[src/hdl/cpu_config.svh]
`ifndef CPU_CONFIG_SVH
`define CPU_CONFIG_SVH

`define CPU_ADDR_WIDTH 16
`define CPU_DATA_WIDTH 8

// first opcode fetch after reset, no vector read
`define CPU_RESET_PC 16'h0200

`define OP_LDA_IMM 8'hA9
`define OP_LDA_ZPG 8'hA5
`define OP_LDA_ABS 8'hAD
`define OP_STA_ZPG 8'h85
`define OP_STA_ABS 8'h8D
`define OP_ADC_IMM 8'h69
`define OP_ADC_ZPG 8'h65
`define OP_AND_IMM 8'h29
`define OP_AND_ZPG 8'h25
`define OP_ORA_IMM 8'h09
`define OP_ORA_ZPG 8'h05
`define OP_EOR_IMM 8'h49
`define OP_EOR_ZPG 8'h45
`define OP_ASL_A   8'h0A
`define OP_ASL_ZPG 8'h06
`define OP_JMP_ABS 8'h4C
`define OP_CLC     8'h18
`define OP_SEC     8'h38

`endif
[src/hdl/cpu_pkg.sv]
`default_nettype none

`include "cpu_config.svh"

package cpu_pkg;

    typedef logic [`CPU_ADDR_WIDTH-1:0] addr_t;
    typedef logic [`CPU_DATA_WIDTH-1:0] data_t;

    typedef enum logic [2:0] {
        ALU_PASS,  // result is operand b, used by LDA
        ALU_ADC,
        ALU_AND,
        ALU_ORA,
        ALU_EOR,
        ALU_ASL    // shifts operand b, carry from bit 7
    } alu_op_t;

    typedef struct packed {
        logic n;
        logic z;
        logic c;
    } status_t;

    // where the bus address comes from in a given cycle
    typedef enum logic [1:0] {
        ADDR_PC,
        ADDR_ZPG,  // {8'h00, adl}
        ADDR_ABS   // {adh, adl}
    } addr_src_t;

    // one control word per bus cycle, decoder to datapath
    typedef struct packed {
        addr_src_t addr_src;
        logic      pc_inc;
        logic      latch_adl;
        logic      latch_adh;
        logic      latch_data;      // data latch takes data_in, otherwise it follows A
        alu_op_t   alu_op;
        logic      alu_b_from_bus;  // b from data_in, otherwise from the data latch
        logic      load_a;
        logic      write_alu;       // alu result on data_out, write cycle
        logic      write_a;         // A on data_out, write cycle
        logic      update_flags;
        logic      set_c;
        logic      clr_c;
        logic      jump;            // PC loaded from the address latches
    } ctrl_t;

endpackage

`default_nettype wire

[src/hdl/cpu_core.sv]
`timescale 1ns/100ps
`default_nettype none

module cpu_core (
    input  wire                 clk,
    input  wire                 reset,
    input  wire                 rdy,
    input  wire cpu_pkg::data_t data_in,
    output cpu_pkg::addr_t      address,
    output cpu_pkg::data_t      data_out,
    output logic                rw,
    output logic                sync
);
    import cpu_pkg::*;

    ctrl_t ctrl;  // control word for the current bus cycle

    instruction_decode i_instruction_decode (
        .clk     (clk),
        .reset   (reset),
        .rdy     (rdy),
        .data_in (data_in),
        .ctrl    (ctrl),
        .sync    (sync)
    );

    // both blocks see the same rdy so a stall repeats the whole cycle
    datapath i_datapath (
        .clk      (clk),
        .reset    (reset),
        .rdy      (rdy),
        .ctrl     (ctrl),
        .data_in  (data_in),
        .address  (address),
        .data_out (data_out),
        .rw       (rw)
    );

endmodule

`default_nettype wire

[src/hdl/datapath.sv]
`timescale 1ns/100ps
`default_nettype none

`include "cpu_config.svh"

module datapath (
    input  wire                 clk,
    input  wire                 reset,
    input  wire                 rdy,
    input  wire cpu_pkg::ctrl_t ctrl,
    input  wire cpu_pkg::data_t data_in,
    output cpu_pkg::addr_t      address,
    output cpu_pkg::data_t      data_out,
    output logic                rw
);
    import cpu_pkg::*;

    addr_t   pc;
    data_t   a_reg;
    data_t   adl;
    data_t   adh;
    data_t   data_latch;
    status_t status;

    data_t   alu_b;
    data_t   alu_result;
    status_t alu_flags;
    data_t   next_adh;

    assign alu_b = ctrl.alu_b_from_bus ? data_in : data_latch;

    alu i_alu (
        .op       (ctrl.alu_op),
        .a        (a_reg),
        .b        (alu_b),
        .carry_in (status.c),
        .result   (alu_result),
        .flags    (alu_flags)
    );

    // JMP loads PC in the same cycle the high byte arrives
    assign next_adh = ctrl.latch_adh ? data_in : adh;

    always_ff @(posedge clk) begin
        if (reset) begin
            a_reg  <= '0;
            pc     <= `CPU_RESET_PC;
            status <= '0;
        end else if (rdy) begin
            if (ctrl.load_a) begin
                a_reg <= alu_result;
            end
            if (ctrl.jump) begin
                pc <= {next_adh, adl};
            end else if (ctrl.pc_inc) begin
                pc <= pc + addr_t'(1);
            end
            if (ctrl.update_flags) begin
                status <= alu_flags;
            end else if (ctrl.set_c) begin
                status.c <= 1'b1;
            end else if (ctrl.clr_c) begin
                status.c <= 1'b0;
            end
        end
    end

    always_ff @(posedge clk) begin
        if (rdy) begin
            if (ctrl.latch_adl) begin
                adl <= data_in;
            end
            adh <= next_adh;
            // when no memory byte is taken the latch follows A, which gives ASL A its operand
            data_latch <= ctrl.latch_data ? data_in : a_reg;
        end
    end

    always_comb begin
        case (ctrl.addr_src)
            ADDR_ZPG: address = {8'h00, adl};
            ADDR_ABS: address = {adh, adl};
            default:  address = pc;
        endcase
    end

    assign data_out = ctrl.write_alu ? alu_result : a_reg;
    assign rw       = ~(ctrl.write_alu | ctrl.write_a);  // low only in write cycles

endmodule

`default_nettype wire

[src/hdl/instruction_decode.sv]
`timescale 1ns/100ps
`default_nettype none

`include "cpu_config.svh"

module instruction_decode (
    input  wire                 clk,
    input  wire                 reset,
    input  wire                 rdy,
    input  wire cpu_pkg::data_t data_in,
    output cpu_pkg::ctrl_t      ctrl,
    output logic                sync
);
    import cpu_pkg::*;

    typedef enum logic [2:0] {
        FETCH,
        OPERAND,
        ADDR_HIGH,
        READ,
        MODIFY,
        WRITE
    } state_t;

    // addressing mode of the opcode, implied covers unknown opcodes too
    typedef enum logic [1:0] {
        M_NONE,
        M_IMM,
        M_ZPG,
        M_ABS
    } mode_t;

    state_t  state;
    state_t  next_state;
    data_t   opcode;
    mode_t   mode;
    alu_op_t alu_sel;
    logic    is_store;
    logic    is_rmw;
    logic    is_jump;

    function automatic mode_t op_mode(input data_t op);
        case (op)
            `OP_LDA_IMM, `OP_ADC_IMM, `OP_AND_IMM, `OP_ORA_IMM, `OP_EOR_IMM:
                op_mode = M_IMM;
            `OP_LDA_ZPG, `OP_STA_ZPG, `OP_ADC_ZPG, `OP_AND_ZPG, `OP_ORA_ZPG,
            `OP_EOR_ZPG, `OP_ASL_ZPG:
                op_mode = M_ZPG;
            `OP_LDA_ABS, `OP_STA_ABS, `OP_JMP_ABS:
                op_mode = M_ABS;
            default:
                op_mode = M_NONE;
        endcase
    endfunction

    function automatic alu_op_t op_alu(input data_t op);
        case (op)
            `OP_ADC_IMM, `OP_ADC_ZPG: op_alu = ALU_ADC;
            `OP_AND_IMM, `OP_AND_ZPG: op_alu = ALU_AND;
            `OP_ORA_IMM, `OP_ORA_ZPG: op_alu = ALU_ORA;
            `OP_EOR_IMM, `OP_EOR_ZPG: op_alu = ALU_EOR;
            `OP_ASL_A, `OP_ASL_ZPG:   op_alu = ALU_ASL;
            default:                  op_alu = ALU_PASS;  // LDA and everything else
        endcase
    endfunction

    assign alu_sel  = op_alu(opcode);
    assign is_store = (opcode == `OP_STA_ZPG) || (opcode == `OP_STA_ABS);
    assign is_rmw   = (opcode == `OP_ASL_ZPG);
    assign is_jump  = (opcode == `OP_JMP_ABS);
    assign sync     = (state == FETCH);

    always_ff @(posedge clk) begin
        if (reset) begin
            state <= FETCH;
        end else if (rdy) begin
            state <= next_state;
        end
    end

    always_ff @(posedge clk) begin
        if (rdy && state == FETCH) begin
            opcode <= data_in;
            mode   <= op_mode(data_in);
        end
    end

    always_comb begin
        ctrl          = '0;
        ctrl.addr_src = ADDR_PC;
        ctrl.alu_op   = ALU_PASS;
        next_state    = state;
        case (state)
            FETCH: begin
                ctrl.pc_inc = 1'b1;
                next_state  = OPERAND;  // every instruction has a second cycle
            end
            OPERAND: begin
                case (mode)
                    M_IMM: begin
                        ctrl.pc_inc         = 1'b1;
                        ctrl.alu_op         = alu_sel;
                        ctrl.alu_b_from_bus = 1'b1;
                        ctrl.load_a         = 1'b1;
                        ctrl.update_flags   = 1'b1;
                        next_state          = FETCH;
                    end
                    M_ZPG: begin
                        ctrl.pc_inc    = 1'b1;
                        ctrl.latch_adl = 1'b1;
                        next_state     = is_store ? WRITE : READ;
                    end
                    M_ABS: begin
                        ctrl.pc_inc    = 1'b1;
                        ctrl.latch_adl = 1'b1;
                        next_state     = ADDR_HIGH;
                    end
                    default: begin
                        // dummy read of the next byte, PC stays put
                        if (opcode == `OP_ASL_A) begin
                            ctrl.alu_op       = ALU_ASL;  // data latch holds A here
                            ctrl.load_a       = 1'b1;
                            ctrl.update_flags = 1'b1;
                        end
                        ctrl.clr_c = (opcode == `OP_CLC);
                        ctrl.set_c = (opcode == `OP_SEC);
                        next_state = FETCH;
                    end
                endcase
            end
            ADDR_HIGH: begin
                ctrl.pc_inc    = 1'b1;
                ctrl.latch_adh = 1'b1;
                if (is_jump) begin
                    ctrl.jump  = 1'b1;
                    next_state = FETCH;
                end else begin
                    next_state = is_store ? WRITE : READ;
                end
            end
            READ: begin
                ctrl.addr_src = (mode == M_ABS) ? ADDR_ABS : ADDR_ZPG;
                if (is_rmw) begin
                    ctrl.latch_data = 1'b1;
                    next_state      = MODIFY;
                end else begin
                    ctrl.alu_op         = alu_sel;
                    ctrl.alu_b_from_bus = 1'b1;
                    ctrl.load_a         = 1'b1;
                    ctrl.update_flags   = 1'b1;
                    next_state          = FETCH;
                end
            end
            MODIFY: begin
                // same byte read again so the data latch keeps it
                ctrl.addr_src   = ADDR_ZPG;
                ctrl.latch_data = 1'b1;
                next_state      = WRITE;
            end
            WRITE: begin
                ctrl.addr_src = (mode == M_ABS) ? ADDR_ABS : ADDR_ZPG;
                if (is_rmw) begin
                    ctrl.alu_op       = ALU_ASL;
                    ctrl.write_alu    = 1'b1;
                    ctrl.update_flags = 1'b1;
                end else begin
                    ctrl.write_a = 1'b1;
                end
                next_state = FETCH;
            end
            default: begin
                next_state = FETCH;
            end
        endcase
    end

endmodule

`default_nettype wire

[src/hdl/alu.sv]
`timescale 1ns/100ps
`default_nettype none

module alu (
    input  wire cpu_pkg::alu_op_t op,
    input  wire cpu_pkg::data_t   a,
    input  wire cpu_pkg::data_t   b,
    input  wire                   carry_in,
    output cpu_pkg::data_t        result,
    output cpu_pkg::status_t      flags
);
    import cpu_pkg::*;

    logic [8:0] sum;
    logic       carry_out;

    assign sum = {1'b0, a} + {1'b0, b} + {8'd0, carry_in};  // ninth bit is the carry

    always_comb begin
        carry_out = carry_in;  // pass and logic ops leave C alone
        case (op)
            ALU_PASS: begin
                result = b;
            end
            ALU_ADC: begin
                result    = sum[7:0];
                carry_out = sum[8];
            end
            ALU_AND: begin
                result = a & b;
            end
            ALU_ORA: begin
                result = a | b;
            end
            ALU_EOR: begin
                result = a ^ b;
            end
            ALU_ASL: begin
                result    = {b[6:0], 1'b0};
                carry_out = b[7];
            end
            default: begin
                result = b;
            end
        endcase
    end

    always_comb begin
        flags.n = result[7];
        flags.z = (result == '0);
        flags.c = carry_out;
    end

endmodule

`default_nettype wire

[config.mk]
export PLATFORM = sky130hd
export DESIGN_NAME = cpu_core
export DESIGN_NICKNAME = d
export VERILOG_FILES = /design/src/hdl/cpu_pkg.sv /design/src/hdl/cpu_core.sv /design/src/hdl/datapath.sv /design/src/hdl/instruction_decode.sv /design/src/hdl/alu.sv
export VERILOG_INCLUDE_DIRS = /design/src /design/src/hdl
export SDC_FILE = /design/constraint.sdc
export NUM_CORES = 1
export LEC_CHECK = 0
export BUFFER_PORTS_ARGS = -buffer_cell sky130_fd_sc_hd__buf_2
export CAP_MARGIN = 20
export CORE_MARGIN = 8
export CORE_UTILIZATION = 60
export CTS_CLUSTER_DIAMETER = 80
export DETAILED_ROUTE_END_ITERATION = 6
export GPL_ROUTABILITY_DRIVEN = 0
export HOLD_SLACK_MARGIN = 0.05
export PLACE_DENSITY_LB_ADDON = 0.12
export SYNTH_ARGS = -nofsm -noshare
export SYNTH_HDL_FRONTEND = slang
export SYNTH_SLANG_ARGS = --single-unit
[constraint.sdc]
create_clock -name clk -period 5.95 [get_ports clk]
set_input_delay 0.2975 -clock clk [delete_from_list [all_inputs] [get_ports clk]]
set_output_delay 0.2975 -clock clk [all_outputs]
set_load 0.1 [all_outputs]
==> results of run 1 <==
power breakdown:
part	switching (mW)	internal, mW
combinational	0.124	0.0514
sequential	0.0164	0.470
clock	0.185	0.195
total	0.326	0.716
Yosys cell counts, drive strengths merged (5+ instances only):
| master | number | share of area, % |
|---|---|---|
| a21oi | 20 | 2.3 |
| nand2 | 40 | 3.4 |
| nor2 | 38 | 3.3 |
| clkbuf | 20 | 1.7 |
| or3 | 7 | 0.99 |
| inv | 29 | 2.5 |
| o21ai | 28 | 3.2 |
| a311oi | 5 | 0.99 |
| dfxtp | 28 | 13 |
| nor3 | 13 | 1.6 |
| edfxtp | 34 | 23 |
| mux2 | 30 | 7.6 |
| a211oi | 14 | 2.9 |
| nand2b | 7 | 0.99 |
| nor3b | 6 | 1.1 |
| o22ai | 8 | 1.1 |
| nand4 | 7 | 1.1 |
| nand3 | 11 | 1.2 |
| ha | 17 | 4.8 |
| a22o | 8 | 1.6 |
| nor2b | 5 | 0.71 |
| mux2i | 6 | 1.4 |
| nor4 | 5 | 0.71 |
| buf | 6 | 0.99 |
| a221oi | 8 | 2.0 |
| o31ai | 6 | 1.1 |
| a22oi | 10 | 1.7 |
layer usage:
layer,up-vias,routed length [um]
li1,1881,-
met1,1846,5320
met2,170,5000
met3,24,857
met4,0,268
met5,-,0
area by class of cell:
type,instances,area share [%]
well taps,99,2.56
clock inverters,7,1.52
flip-flops and latches,62,32.6
inverters,29,2.25
multi-input cells,361,54.0
clock buffers,9,2.56
repair buffers,41,4.49
kinds of logic (layout without fill, tap and decap cells):
| group | Yosys count | in the layout | synth area share (%) |
|---|---|---|---|
| simple gates | 156 | 156 | 18.2 |
| xor+xnor | 5 | 5 | 0.990 |
| mux | 36 | 36 | 9.00 |
| fa+ha+maj | 19 | 19 | 5.72 |
| compound gates | 145 | 145 | 25.2 |
| buf+inv | 55 | 86 | 5.15 |
| flops | 62 | 62 | 35.8 |
per-stage QoR:
step	instance area, um^2	power (mW)	hold slack, ns	std cells	util, %
after CTS	4840	1.04	0.260	607	67.1
after detailed placement	4640	0.670	0.490	591	64.3
after global routing	4850	1.08	0.274	608	67.2
after floorplan	4420	0.627	0.396	478	-
final	4850	1.04	0.282	608	67.2
after global placement	4640	0.666	0.485	591	64.3
worst paths after layout:
path	startpoint	slack (ns)	end	cells past startpoint
worst max-delay path	i_instruction_decode.opcode[2]	1.15	data_out[4]	14
worst max register to register	i_instruction_decode.opcode[2]	1.72	i_datapath.status[0]	14
worst min-delay path	data_in[5]	0.28	i_datapath.adl[5]	1
worst min register to register	i_datapath.a_reg[4]	0.49	i_datapath.a_reg[4]	2
worst max-delay path, delay by kind of cell (launching register included):
family	cells	cell delay, ns
fa+ha+maj	2	0.61
simple gates	2	0.83
mux	1	0.45
compound gates	5	0.95
buf+inv	3	0.63
xor+xnor	1	0.17
flops	1	0.51
==> results by group, run 1 <==
Clocking
  – Clk slew on worst S/H paths: 0.08 ns
  – Htree depth: 3
  – Later-pin clock latency in the skew report: 0.35 ns
  – Clk root buf: clkbuf_8
  – # resized after CTS: 0
  – Cts-stage hold buffer count: 0
  – Clock net sink count: 62
  – Setup bufs post-CTS: 0
  – Maximum clock insertion buffer count: 2
  – CTS Buf Count: 9
  – CTS tree: done

Critical path
  – Max incr delay on CP: 0.51 ns
  – CP Class: reg2out
  – Crit path DAT: 4.50 ns
  – CP cell instances: nor3b_2 > a31oi_1 > nor2_2 > mux2_2 > inv_1 > fa_1 > inv_1 > fa_1 > a311oi_1 > xnor2_1 > a221o_1 > o21ai_1 > o21ai_1 > buf_2
  – Critical-path maximum fanout: 9
  – Crit path launch type: flip-flop
  – Critical Path RT: 5.65 ns
  – CP Capture Type: primary output
  – Slowest CP cell: edfxtp_1

Floorplan
  – Starting Density: 61.3%
  – Die span in x: 102 um
  – Io pins: 37
  – Core area: 7210 um^2
  – Die area: 10400 um^2
  – Die height: 102 um
  – FP Rows: 31

Global routing
  – Gr ovfl total: 0
  – Vias in the first global route: 3631
  – Gr busiest metal: met2
  – Met3 Use GR: 4.29%
  – Largest net degree at the start of global routing: 33
  – GR met2 Demand/Resource: 34.9%
  – Initial antenna violation count: 0
  – All-Layer GR Usage: 22.9%
  – Wire length of the first global-routing pass: 18400 um
  – Met1 Track Usage GR: 31.8%

Logic synthesis
  – Ys flop type: edfxtp_1
  – Post-synth ARST share: 0%
  – Post-synth EDFFs: 34
  – Syn avg cell area: 9.25 um^2
  – Seq/Total Area, Yosys: 35.8%
  – #FFs+latches synth: 62
  – Synth Instances: 478
  – Yosys warning count: 0
  – Post-Syn Nets: 508
  – Count of different cell masters after synthesis: 79
  – Syn Std Cell Area: 4420 um^2

Timing
  – Final Slew Violations: 0
  – RSZ-0062 raised after global routing: false
  – Final worst slack: 1.15 ns
  – Final hold viol count: 0
  – Slew margin rel.: 32.1%
  – Slew @ Worst Pin: 1.01 ns
  – Period utilization: 80.6%
  – Final setup fails: 0
  – Fmax: 208 MHz
  – Setup TNS: 0 ns
  – Clock Skews: 0.00740 ns
  – Final Critical Period: 4.80 ns

Route
  – Mean number of vias per cell: 6.45
  – Post-Route WL: 11400 um
  – Routed len/inst: 18.8 um
  – Overall via count from detail_route: 3921
  – DRC errors left: 0
  – Initial drt markers: 331
  – Post-route antenna net violation count: 0
  – DRT Pass-1 Iters: 7

Finish
  – Commonest non-fill, non-tap cells in the layout: nand2_1, nor2_1, buf_2, edfxtp_1, mux2_2
  – Number of flip-flops in the largest register: 16
  – Most common cell after layout, fill and taps aside: nand2_1
  – Reg area: 1580 um^2
  – Filler Cells Inserted: 608
  – Layout area overhead: 9.59%
  – Most flops, register: i_datapath.pc
  – Share of layout cells above drive strength 1: 21.4%
  – Multi-input gate area: 2620 um^2
  – Final-stage net count: 534
  – Antenna Cells: 0

Pwr
  – PwrDens: 215 nW/um^2
  – Static leakage: 1.84 nW
  – Peak VDD IR: 0.152 mV

Placement
  – Dpl hpwl: 7910 um
  – Port Buffers: 36
  – Dpl ws: 1.57 ns

Outcome
  – Outcome: finished clean

Min path
  – Hold Path Class: in2reg

Flow run
  – Max cap viols: 0
No activity file was read; power rests on OpenSTA's default activity.
==> inputs of run 2 (changes only) <==
==> constraint.sdc (replaced) <==
create_clock -name clk -period 4.45 [get_ports clk]
set_input_delay 0.2225 -clock clk [delete_from_list [all_inputs] [get_ports clk]]
set_output_delay 0.2225 -clock clk [all_outputs]
set_load 0.1 [all_outputs]
==> run 2 against run 1 <==
Combinational power increased by 40%; register-to-register slack got worse by 1.3 ns; non-clock buffer count increased by 8; worst setup slack got worse by 1.0 ns; highest routed layer unchanged.
==> results by group, run 2 (synthesized netlist as in run 1, its figures left out) <==
Clocking
  – Clk root buf: clkbuf_8
  – Maximum clock insertion buffer count: 2 (unchanged)
  – Clock net sink count: 62 (unchanged)
  – CTS tree: done
  – Cts-stage hold buffer count: 0 (unchanged)
  – CTS Buf Count: 9 (unchanged)
  – Clk slew on worst S/H paths: 0.07 ns (about the same)
  – Htree depth: 3 (unchanged)
  – Later-pin clock latency in the skew report: 0.34 ns (about the same)

Outcome
  – Outcome: finished clean

Route
  – Routed len/inst: 20.0 um (+6.2%)
  – DRC errors left: 0 (unchanged)
  – DRT Pass-1 Iters: 5 (-2)
  – Initial drt markers: 367 (+11%)
  – Mean number of vias per cell: 6.65 (+3.1%)
  – Post-Route WL: 12300 um (+7.6%)
  – Post-route antenna net violation count: 0 (unchanged)
  – Overall via count from detail_route: 4096 (+4.5%)

Finish
  – Most flops, register: i_datapath.pc
  – Number of flip-flops in the largest register: 16 (unchanged)
  – Layout area overhead: 11.2%
  – Most common cell after layout, fill and taps aside: nand2_1
  – Final-stage net count: 542 (+1.5%)
  – Final core occ: 68.1% (+0.97 points)
  – Antenna Cells: 0 (unchanged)
  – Commonest non-fill, non-tap cells in the layout: nand2_1, nor2_1, edfxtp_1, buf_2, mux2_2
  – Share of layout cells above drive strength 1: 23.2% (+1.8 points)

Global routing
  – Wire length of the first global-routing pass: 19500 um (+5.6%)
  – Initial antenna violation count: 0 (unchanged)
  – Gr ovfl total: 0 (unchanged)
  – Largest net degree at the start of global routing: 33 (unchanged)
  – Vias in the first global route: 3924 (+8.1%)
  – All-Layer GR Usage: 23.9% (+0.93 points)

Floorplan
  – Core area: 7210 um^2 (unchanged)
  – Die span in x: 102 um (unchanged)
  – FP Rows: 31 (unchanged)
  – Starting Density: 61.3% (unchanged)
  – Die area: 10400 um^2 (unchanged)
  – Die height: 102 um (unchanged)
  – Io pins: 37 (unchanged)

Critical path
  – Critical-path maximum fanout: 7 (-2)
  – Crit path DAT: 4.11 ns (-0.39 ns)
  – Crit path launch type: flip-flop
  – CP Class: reg2out
  – CP Capture Type: primary output
  – Critical Path RT: 4.23 ns (-1.42 ns)

Timing
  – Slew @ Worst Pin: 1.10 ns (+0.0858 ns)
  – Fmax: 231 MHz
  – Slew margin rel.: 26.4% (-5.7 points)
  – Clock Skews: 0.0128 ns (+0.00537 ns)
  – Setup TNS: 0 ns (unchanged)
  – Final setup fails: 0 (unchanged)
  – Final Critical Period: 4.33 ns
  – Hold Worst Slack: 0.229 ns (-0.0532 ns)
  – Period utilization: 97.3%
  – Final hold viol count: 0 (unchanged)
  – Final Slew Violations: 0 (unchanged)

Pwr
  – Peak VDD IR: 0.199 mV (+31%)
  – PwrDens: 270 nW/um^2 (+26%)
  – Static leakage: 1.88 nW (+1.7%)

Placement
  – Dpl hpwl: 8260 um (+4.3%)
  – Port Buffers: 36 (unchanged)

Flow run
  – Max cap viols: 0 (unchanged)

Min path
  – Hold Path Class: in2reg
## run 2: timing repair
action,4_1_cts,5_1_grt
setup buffers,0,6
setup endpoints to repair,0,4
resized for setup,0,7
## run 2: per-layer routing
metal | track usage, % | vias to the layer above | share of wire (%)
met5 | 0 | - | 0
met4 | 10.2 | 0 | 2.7
met3 | 5.25 | 35 | 7.8
met2 | 38.0 | 210 | 46
met1 | 30.5 | 1962 | 43
li1 | - | 1889 | -
## run 2: path summary, 6_finish.rpt
check                                       from                        endpoint  slack, ns  depth (start not counted)
hold / removal                        data_in[5]  i_instruction_decode.opcode[5]       0.23                          1
hold reg to reg              i_datapath.a_reg[4]             i_datapath.a_reg[4]       0.49                          2
setup reg to reg  i_instruction_decode.opcode[3]            i_datapath.status[0]       0.47                         14
setup / recovery  i_instruction_decode.opcode[3]                     data_out[4]       0.12                         14
## run 2: final cells by class
cell class	count	area, um^2
Sequential cell	62	1580
Tap cell	99	124
Inverter	29	109
Timing Repair Buffer	49	298
Clock buffer	11	131
Multi-Input combinational cell	361	2640
Clock inverter	5	27.5
Fill cell	600	2300
## run 2: through the flow
stage	area, um^2	instances	setup slack, ns	power [mW]
2_1_floorplan	4430	478	0.0806	0.839
3_3_place_gp	4670	593	0.569	0.894
3_5_place_dp	4670	593	0.435	0.898
4_1_cts	4830	609	0.0518	1.32
5_1_grt	4920	616	-0.0919	1.38
6_report	4920	616	0.122	1.33
## run 2: worst max-delay path: stages (launching register included)
cell      delay [ns]
edfxtp_1        0.54
nor2b_1         0.31
a31oi_2         0.19
nor2_2          0.28
mux2_2          0.42
inv_1           0.12
fa_1            0.21
inv_1           0.06
fa_1            0.42
a311oi_2        0.29
xnor2_1         0.10
a221o_1         0.32
o21ai_1         0.13
o21ai_1         0.13
buf_12          0.24
## run 2: where the power goes
part | internal (mW) | total (mW) | switching (mW)
Clock | 0.199 | 0.427 | 0.229
Combinational | 0.0748 | 0.247 | 0.172
Sequential | 0.629 | 0.653 | 0.0238
